## src/source/mips_pkg.sv

```systemverilog
`default_nettype none

package mips_pkg;

    // fixed sizes of the instruction set
    localparam int word_width = 32;
    localparam int reg_count = 32;
    localparam logic [word_width-1:0] reset_pc = 32'h0000_0000;

    // primary opcode, bits 31:26
    typedef enum logic [5:0] {
        op_special = 6'h00,
        op_j       = 6'h02,
        op_beq     = 6'h04,
        op_addiu   = 6'h09,
        op_lw      = 6'h23,
        op_sw      = 6'h2b
    } opcode_t;

    // function field of the special opcode, bits 5:0
    typedef enum logic [5:0] {
        funct_addu = 6'h21,
        funct_subu = 6'h23,
        funct_and  = 6'h24,
        funct_or   = 6'h25,
        funct_slt  = 6'h2a
    } funct_t;

    // controller steps, two bits wide
    typedef enum logic [1:0] {
        state_fetch   = 2'd0,
        state_execute = 2'd1,
        state_memory  = 2'd2
    } cpu_state_t;

    typedef enum logic [2:0] {
        alu_add = 3'd0,
        alu_sub = 3'd1,
        alu_and = 3'd2,
        alu_or  = 3'd3,
        alu_slt = 3'd4
    } alu_op_t;

endpackage

`default_nettype wire

```

## src/source/alu.sv

```systemverilog
`default_nettype none

module alu (
    input  mips_pkg::alu_op_t               operation,
    input  logic [mips_pkg::word_width-1:0] a,
    input  logic [mips_pkg::word_width-1:0] b,
    output logic [mips_pkg::word_width-1:0] result,
    output logic                            zero
);
    import mips_pkg::*;

    logic less;

    // signed compare for slt
    assign less = $signed(a) < $signed(b);

    always_comb begin
        case (operation)
            alu_add: result = a + b;
            alu_sub: result = a - b;
            alu_and: result = a & b;
            alu_or:  result = a | b;
            alu_slt: result = {{(word_width-1){1'b0}}, less};
            default: result = a + b;
        endcase
    end

    assign zero = (result == '0);

endmodule

`default_nettype wire

```

## src/source/cpu_control.sv

```systemverilog
`default_nettype none

module cpu_control (
    input  logic                 clk,
    input  logic                 reset,
    input  mips_pkg::opcode_t    op,
    input  mips_pkg::funct_t     funct,
    input  logic                 alu_zero,
    input  logic                 waitrequest,
    output mips_pkg::cpu_state_t state,
    output logic                 read,
    output logic                 write,
    output logic                 ir_load,
    output logic                 pc_write,
    output logic                 branch_taken,
    output logic                 jump,
    output logic                 reg_write,
    output logic                 reg_dest_rd,
    output logic                 mem_to_reg,
    output logic                 alu_src_imm,
    output mips_pkg::alu_op_t    alu_op,
    output logic                 addr_load
);
    import mips_pkg::*;

    cpu_state_t next_state;
    logic       fetch_done;
    logic       mem_access;

    assign fetch_done = (state == state_fetch) && !waitrequest;
    assign mem_access = (op == op_lw) || (op == op_sw);

    always_ff @(posedge clk) begin
        if (reset) begin
            state <= state_fetch;
        end else begin
            state <= next_state;
        end
    end

    always_comb begin
        next_state = state;
        case (state)
            state_fetch: begin
                if (!waitrequest) next_state = state_execute;
            end
            state_execute: begin
                next_state = mem_access ? state_memory : state_fetch;
            end
            state_memory: begin
                if (!waitrequest) next_state = state_fetch;
            end
            default: next_state = state_fetch;
        endcase
    end

    // bus strobes stay low while reset is held
    assign read = !reset && ((state == state_fetch) ||
                             (state == state_memory && op == op_lw));
    assign write = !reset && (state == state_memory) && (op == op_sw);

    assign ir_load = fetch_done;
    assign branch_taken = (state == state_execute) && (op == op_beq) && alu_zero;
    assign jump = (state == state_execute) && (op == op_j);
    assign pc_write = fetch_done || branch_taken || jump;
    assign addr_load = (state == state_execute) && mem_access;

    // register writeback at end of execute or at the completing lw edge
    assign reg_write = ((state == state_execute) &&
                        ((op == op_special) || (op == op_addiu))) ||
                       ((state == state_memory) && (op == op_lw) && !waitrequest);
    assign reg_dest_rd = (op == op_special);
    assign mem_to_reg = (state == state_memory);
    assign alu_src_imm = (op == op_addiu) || mem_access;

    always_comb begin
        alu_op = alu_add;
        if (op == op_special) begin
            case (funct)
                funct_subu: alu_op = alu_sub;
                funct_and:  alu_op = alu_and;
                funct_or:   alu_op = alu_or;
                funct_slt:  alu_op = alu_slt;
                default:    alu_op = alu_add;
            endcase
        end else if (op == op_beq) begin
            // equality test through the zero flag
            alu_op = alu_sub;
        end
    end

endmodule

`default_nettype wire

```

## src/source/instr_register.sv

```systemverilog
`default_nettype none

module instr_register (
    input  logic                            clk,
    input  logic                            reset,
    input  mips_pkg::cpu_state_t            state,
    input  logic                            ir_load,
    input  logic [mips_pkg::word_width-1:0] readdata,
    output mips_pkg::opcode_t               op,
    output logic [4:0]                      rs,
    output logic [4:0]                      rt,
    output logic [4:0]                      rd,
    output mips_pkg::funct_t                funct,
    output logic [15:0]                     immediate,
    output logic [25:0]                     target
);
    import mips_pkg::*;

    // stored instruction word
    logic [word_width-1:0] instr;
    // word the fields are cut from
    logic [word_width-1:0] word;

    always_ff @(posedge clk) begin
        if (reset) begin
            instr <= '0;
        end else if (ir_load) begin
            instr <= readdata;
        end
    end

    // during fetch the memory word goes straight through, so the
    // register file can start its reads on the completing edge
    always_comb begin
        if (state == state_fetch) begin
            word = readdata;
        end else begin
            word = instr;
        end
    end

    always_comb begin
        op = opcode_t'(word[31:26]);
        rs = word[25:21];
        rt = word[20:16];
        rd = word[15:11];
        funct = funct_t'(word[5:0]);
        immediate = word[15:0];
        target = word[25:0];
    end

endmodule

`default_nettype wire

```

## src/source/mips_cpu.sv

```systemverilog
`default_nettype none

module mips_cpu (
    input  logic                            clk,
    input  logic                            reset,
    output logic [mips_pkg::word_width-1:0] address,
    output logic                            read,
    output logic                            write,
    output logic [mips_pkg::word_width-1:0] writedata,
    input  logic [mips_pkg::word_width-1:0] readdata,
    input  logic                            waitrequest
);
    import mips_pkg::*;

    localparam int ra_bits = $clog2(reg_count);

    cpu_state_t state;
    opcode_t    op;
    funct_t     funct;
    alu_op_t    alu_op;

    logic ir_load, pc_write, branch_taken, jump;
    logic reg_write, reg_dest_rd, mem_to_reg, alu_src_imm, addr_load;
    logic alu_zero;

    logic [ra_bits-1:0] rs, rt, rd, write_addr;
    logic [15:0] immediate;
    logic [25:0] target;

    logic [word_width-1:0] pc, data_addr, store_data;
    logic [word_width-1:0] imm_ext, branch_target, jump_target;
    logic [word_width-1:0] data_a, data_b, alu_b, alu_result, write_data;

    cpu_control control (
        .clk(clk), .reset(reset), .op(op), .funct(funct), .alu_zero(alu_zero),
        .waitrequest(waitrequest), .state(state), .read(read), .write(write),
        .ir_load(ir_load), .pc_write(pc_write), .branch_taken(branch_taken),
        .jump(jump), .reg_write(reg_write), .reg_dest_rd(reg_dest_rd),
        .mem_to_reg(mem_to_reg), .alu_src_imm(alu_src_imm), .alu_op(alu_op),
        .addr_load(addr_load)
    );

    instr_register ir (
        .clk(clk), .reset(reset), .state(state), .ir_load(ir_load),
        .readdata(readdata), .op(op), .rs(rs), .rt(rt), .rd(rd), .funct(funct),
        .immediate(immediate), .target(target)
    );

    register_file regs (
        .clk(clk), .reset(reset), .read_addr_a(rs), .read_addr_b(rt),
        .data_a(data_a), .data_b(data_b), .write_enable(reg_write),
        .write_addr(write_addr), .write_data(write_data)
    );

    alu alu_unit (
        .operation(alu_op), .a(data_a), .b(alu_b), .result(alu_result),
        .zero(alu_zero)
    );

    // operand and writeback selection
    assign imm_ext = {{16{immediate[15]}}, immediate};
    assign alu_b = alu_src_imm ? imm_ext : data_b;
    assign write_addr = reg_dest_rd ? rd : rt;
    assign write_data = mem_to_reg ? readdata : alu_result;

    // pc already points past the branch during execute
    assign branch_target = pc + {imm_ext[word_width-3:0], 2'b00};
    assign jump_target = {pc[31:28], target, 2'b00};

    always_ff @(posedge clk) begin
        if (reset) begin
            pc <= reset_pc;
        end else if (pc_write) begin
            if (jump) begin
                pc <= jump_target;
            end else if (branch_taken) begin
                pc <= branch_target;
            end else begin
                pc <= pc + 32'd4;
            end
        end
    end

    // effective address and store data for lw and sw
    always_ff @(posedge clk) begin
        if (addr_load) begin
            data_addr <= alu_result;
            store_data <= data_b;
        end
    end

    assign address = (state == state_memory) ? data_addr : pc;
    assign writedata = store_data;

endmodule

`default_nettype wire

```

## src/source/register_file.sv

```systemverilog
`default_nettype none

module register_file (
    input  logic        clk,
    input  logic        reset,
    input  logic [4:0]  read_addr_a,
    input  logic [4:0]  read_addr_b,
    output logic [31:0] data_a,
    output logic [31:0] data_b,
    input  logic        write_enable,
    input  logic [4:0]  write_addr,
    input  logic [31:0] write_data
);

    logic [31:0] regs [32];

    always_ff @(posedge clk) begin
        if (reset) begin
            for (int i = 0; i < 32; i++) begin
                regs[i] <= '0;
            end
            data_a <= '0;
            data_b <= '0;
        end else begin
            // register zero is never written
            if (write_enable && write_addr != 5'd0) begin
                regs[write_addr] <= write_data;
            end
            data_a <= regs[read_addr_a];
            data_b <= regs[read_addr_b];
        end
    end

endmodule

`default_nettype wire

```

## config.mk

```make
export PLATFORM = sky130hd
export DESIGN_NAME = mips_cpu
export DESIGN_NICKNAME = d
export VERILOG_FILES = /design/src/source/mips_pkg.sv /design/src/source/alu.sv /design/src/source/cpu_control.sv /design/src/source/instr_register.sv /design/src/source/mips_cpu.sv /design/src/source/register_file.sv
export SDC_FILE = /design/constraint.sdc
export NUM_CORES = 2
export LEC_CHECK = 0
export ABC_AREA = 1
export BUFFER_PORTS_ARGS = -buffer_cell sky130_fd_sc_hd__buf_2
export CAP_MARGIN = 25
export CORE_UTILIZATION = 30
export DETAILED_ROUTE_END_ITERATION = 8
export GPL_ROUTABILITY_DRIVEN = 0
export PLACE_DENSITY = 0.53
export SLEW_MARGIN = 10
export SYNTH_ARGS = -nofsm -noshare
export SYNTH_HDL_FRONTEND = slang
export SYNTH_SLANG_ARGS = --single-unit
```

## constraint.sdc

```tcl
create_clock -name clk -period 6.6 [get_ports clk]
set_input_delay 0.33 -clock clk [delete_from_list [all_inputs] [get_ports clk]]
set_output_delay 0.33 -clock clk [all_outputs]
set_load 0.005 [all_outputs]
```

==> metrics.txt <==
DRC viols 0; FMAX 0.157 GHz; clk sinks 1216; antenna violations before repair 36; crit path kind reg -> reg; Ys Warns 0; Setup Total Neg Slack 0 ns; Critical Path Sink Type flop; status complete, no violations; fin area 0.0832 mm^2; utilization after layout 0.366; Stages on worst setup path 44; post-DP HPWL 210 mm; Mean Syn Cell Area 8.37 um^2; Row Count 175; H-tree depth 4; crit share post-route 0.967; pre-CTS WS -0.670 ns; routed vias/inst 5.92; grt total ovfl 0; Max Slew Vio Count 0; Synth cell types 55; worst setup path start control.state[0]; detailed-route via count 69000; Worst Tran Pin Value 1.19 ns; Max FO, Critical Path 8; Core ar. 0.227 mm^2; combinational power share 0.323; pin count of the biggest net entering global routing 147; delay-heaviest family, CP simple AND/OR/NAND/NOR gates; post-synth top area share 0.476; I/O pin cnt 101; final net count 8692; DRT iter0 DRCs 11200; hold_sp reset; slowest stage delay, CP 0.37 ns; synthesis-to-layout area growth 21.1%; DP Area 0.0761 mm^2; Starting Density 0.302; Global Route Usage Sum 0.275; Post-Synthesis Cells 8206; CTS max path bufs 3; Worst Path Buf+Inv 11; Worst setup SP type flop; sequential share of power 0.361; cell taking the most area after synthesis edfxtp_1; Clock transition at path regs 0.06 ns; switching component of the power 0.00948 W; Peak VDD IR 0.294 mV; Root Driver clkbuf_16; Routed WL 331 mm; most frequent cell after synthesis nor2_1; CP arrival 7.07 ns; vias in the first global route 64200; worst hold-check path type in -> reg; Static Leakage 32.0 nW; Slowest-stage cell, CP dfxtp_4; Clock Skews 0.0433 ns; Worst R2R Path Depth 44; Fin. Hold Viols 0; final-report setup violation count 0; Hold Path Depth 3; Top FF cell, synth edfxtp_1; DR WL/cell 28.4 um; clock network power share 0.315; mapped cell area 0.0687 mm^2; RSZ-0062 raised after global routing true; PwrDens 298 mW/mm^2; post-synthesis sequential area ratio 0.513; Die X 480 um; Post-synth EDFFs 1088; P_int 0.0153 W; CTS tree built; Die ar. 0.231 mm^2; Max Cap Violations 0; DIE HEIGHT 480 um; CP dominant cell by count nand2_1; layout cells sized above 1 0.179; post-route minimum period 6.38 ns; WP data required 7.28 ns; max_slew headroom 0.195; first drt pass iteration count 9; ANT nets after route 0; IO Port Bufs 100; post-synthesis async set-or-reset flop share 0; Post-synth top cells 2253 x nor2_1, 1242 x o21ai_0, 1088 x edfxtp_1, 812 x nand2_1, 664 x clkbuf_1; CTS buffer count 141; worst reg2reg path startpoint control.state[0]; Synth area leaders edfxtp_1 48%, nor2_1 12%, o21ai_0 9.1%, nand2_1 4.4%, o221ai_1 4.3%; Final WS setup 0.216 ns; Yosys reg bits 1216; first-pass GRT wire length 461 mm; later-pin clock latency in the skew report 0.83 ns; sw frac 0.382
[worst paths after layout]
check / to / slack (ns)
worst max register to register: pc[27] / 0.22
worst max-delay path: pc[27] / 0.22
worst min-delay path: pc[22] / 0.18
worst min register to register: pc[13] / 0.49
[metrics by stage]
stage               cells  hold WS [ns]  power, W
finish              11700         0.178    0.0248
CTS                 11600         0.103    0.0241
detailed placement  11300         0.469    0.0163
floorplan            8237         0.403    0.0125
global route        11600         0.156    0.0254
global placement    11300         0.459    0.0162
[worst min-delay path, delay by kind of cell]
family                 cells  cell delay [ns]
AOI/OAI and AO/OA          1             0.16
buffers and inverters      2             0.44
[cell families after synthesis]
kind of cell,synth area share
adders and majority gates,0.0238
DFF,0.513
and+or+nand+nor,0.207
xor gates and xnor gates,0.00536
buffers and inverters,0.0644
AOI/OAI and AO/OA,0.186
other,0.0000546
[flip-flops by register name (all words and copies together) (netlist names)]
name	cells
regs.data_b	32
control.state	2
writedata	32
regs.data_a	32
pc	30
ir.instr	32
regs.regs	1024
data_addr	32
[layer usage]
| metal | GRT usage | wire length, um | vias up |
|---|---|---|---|
| li1 | - | - | 29300 |
| met2 | 0.411 | 141000 | 5237 |
| met1 | 0.345 | 123000 | 33500 |
| met3 | 0.0821 | 43700 | 1064 |
| met4 | 0.172 | 22600 | 24 |
| met5 | 0 | 179 | - |
[cell usage in the layout (no fill, tap or decap), types with 32 or more instances in the layout]
cell and n:
nand2_1 696, o211ai_1 120, o22ai_1 176, clkbuf_16 147
o21ai_4 42, o21ai_0 1155, inv_1 379, o21ai_2 38
nand3_1 277, a21oi_2 49, ha_1 93, clkbuf_1 34
nor2_1 2186, dfxtp_1 126, conb_1 32, nor2_2 51
nand4_1 72, a21oi_1 77, edfxtp_1 1088, buf_2 104
o221ai_1 336, buf_4 697, dlygate4sd3_1 35, nand2_2 133
a31oi_1 51, a311oi_1 32
[power by group through the flow]
| stage | sequential, W | combinational [W] | clock, W |
|---|---|---|---|
| after detailed placement | 0.00910 | 0.00718 | 0 |
| after global placement | 0.00909 | 0.00714 | 0 |
| after CTS | 0.00894 | 0.00732 | 0.00787 |
| after global routing | 0.00898 | 0.00826 | 0.00814 |
| final | 0.00896 | 0.00802 | 0.00782 |
| after floorplan | 0.00898 | 0.00347 | 0 |
[cell type report]
cell class / count / area (um^2)
clock inverter: 64 / 612
inverter: 421 / 1640
multi-input combinational: 5878 / 31300
antenna: 10 / 25.0
timing repair buffer: 870 / 6710
clock buffer: 190 / 3880
tap: 3009 / 3760
sequential: 1216 / 35200
fill: 22600 / 144000
[repair_timing]
item,4_1_cts,5_1_grt
hold buffers,35,0
endpoints found under the hold margin,34,0
buffers inserted,9,42
pin swaps,22,107
setup endpoints to repair,21,22
gates cloned,0,2
resized for setup,119,345
(Power assumes the default switching activity.)
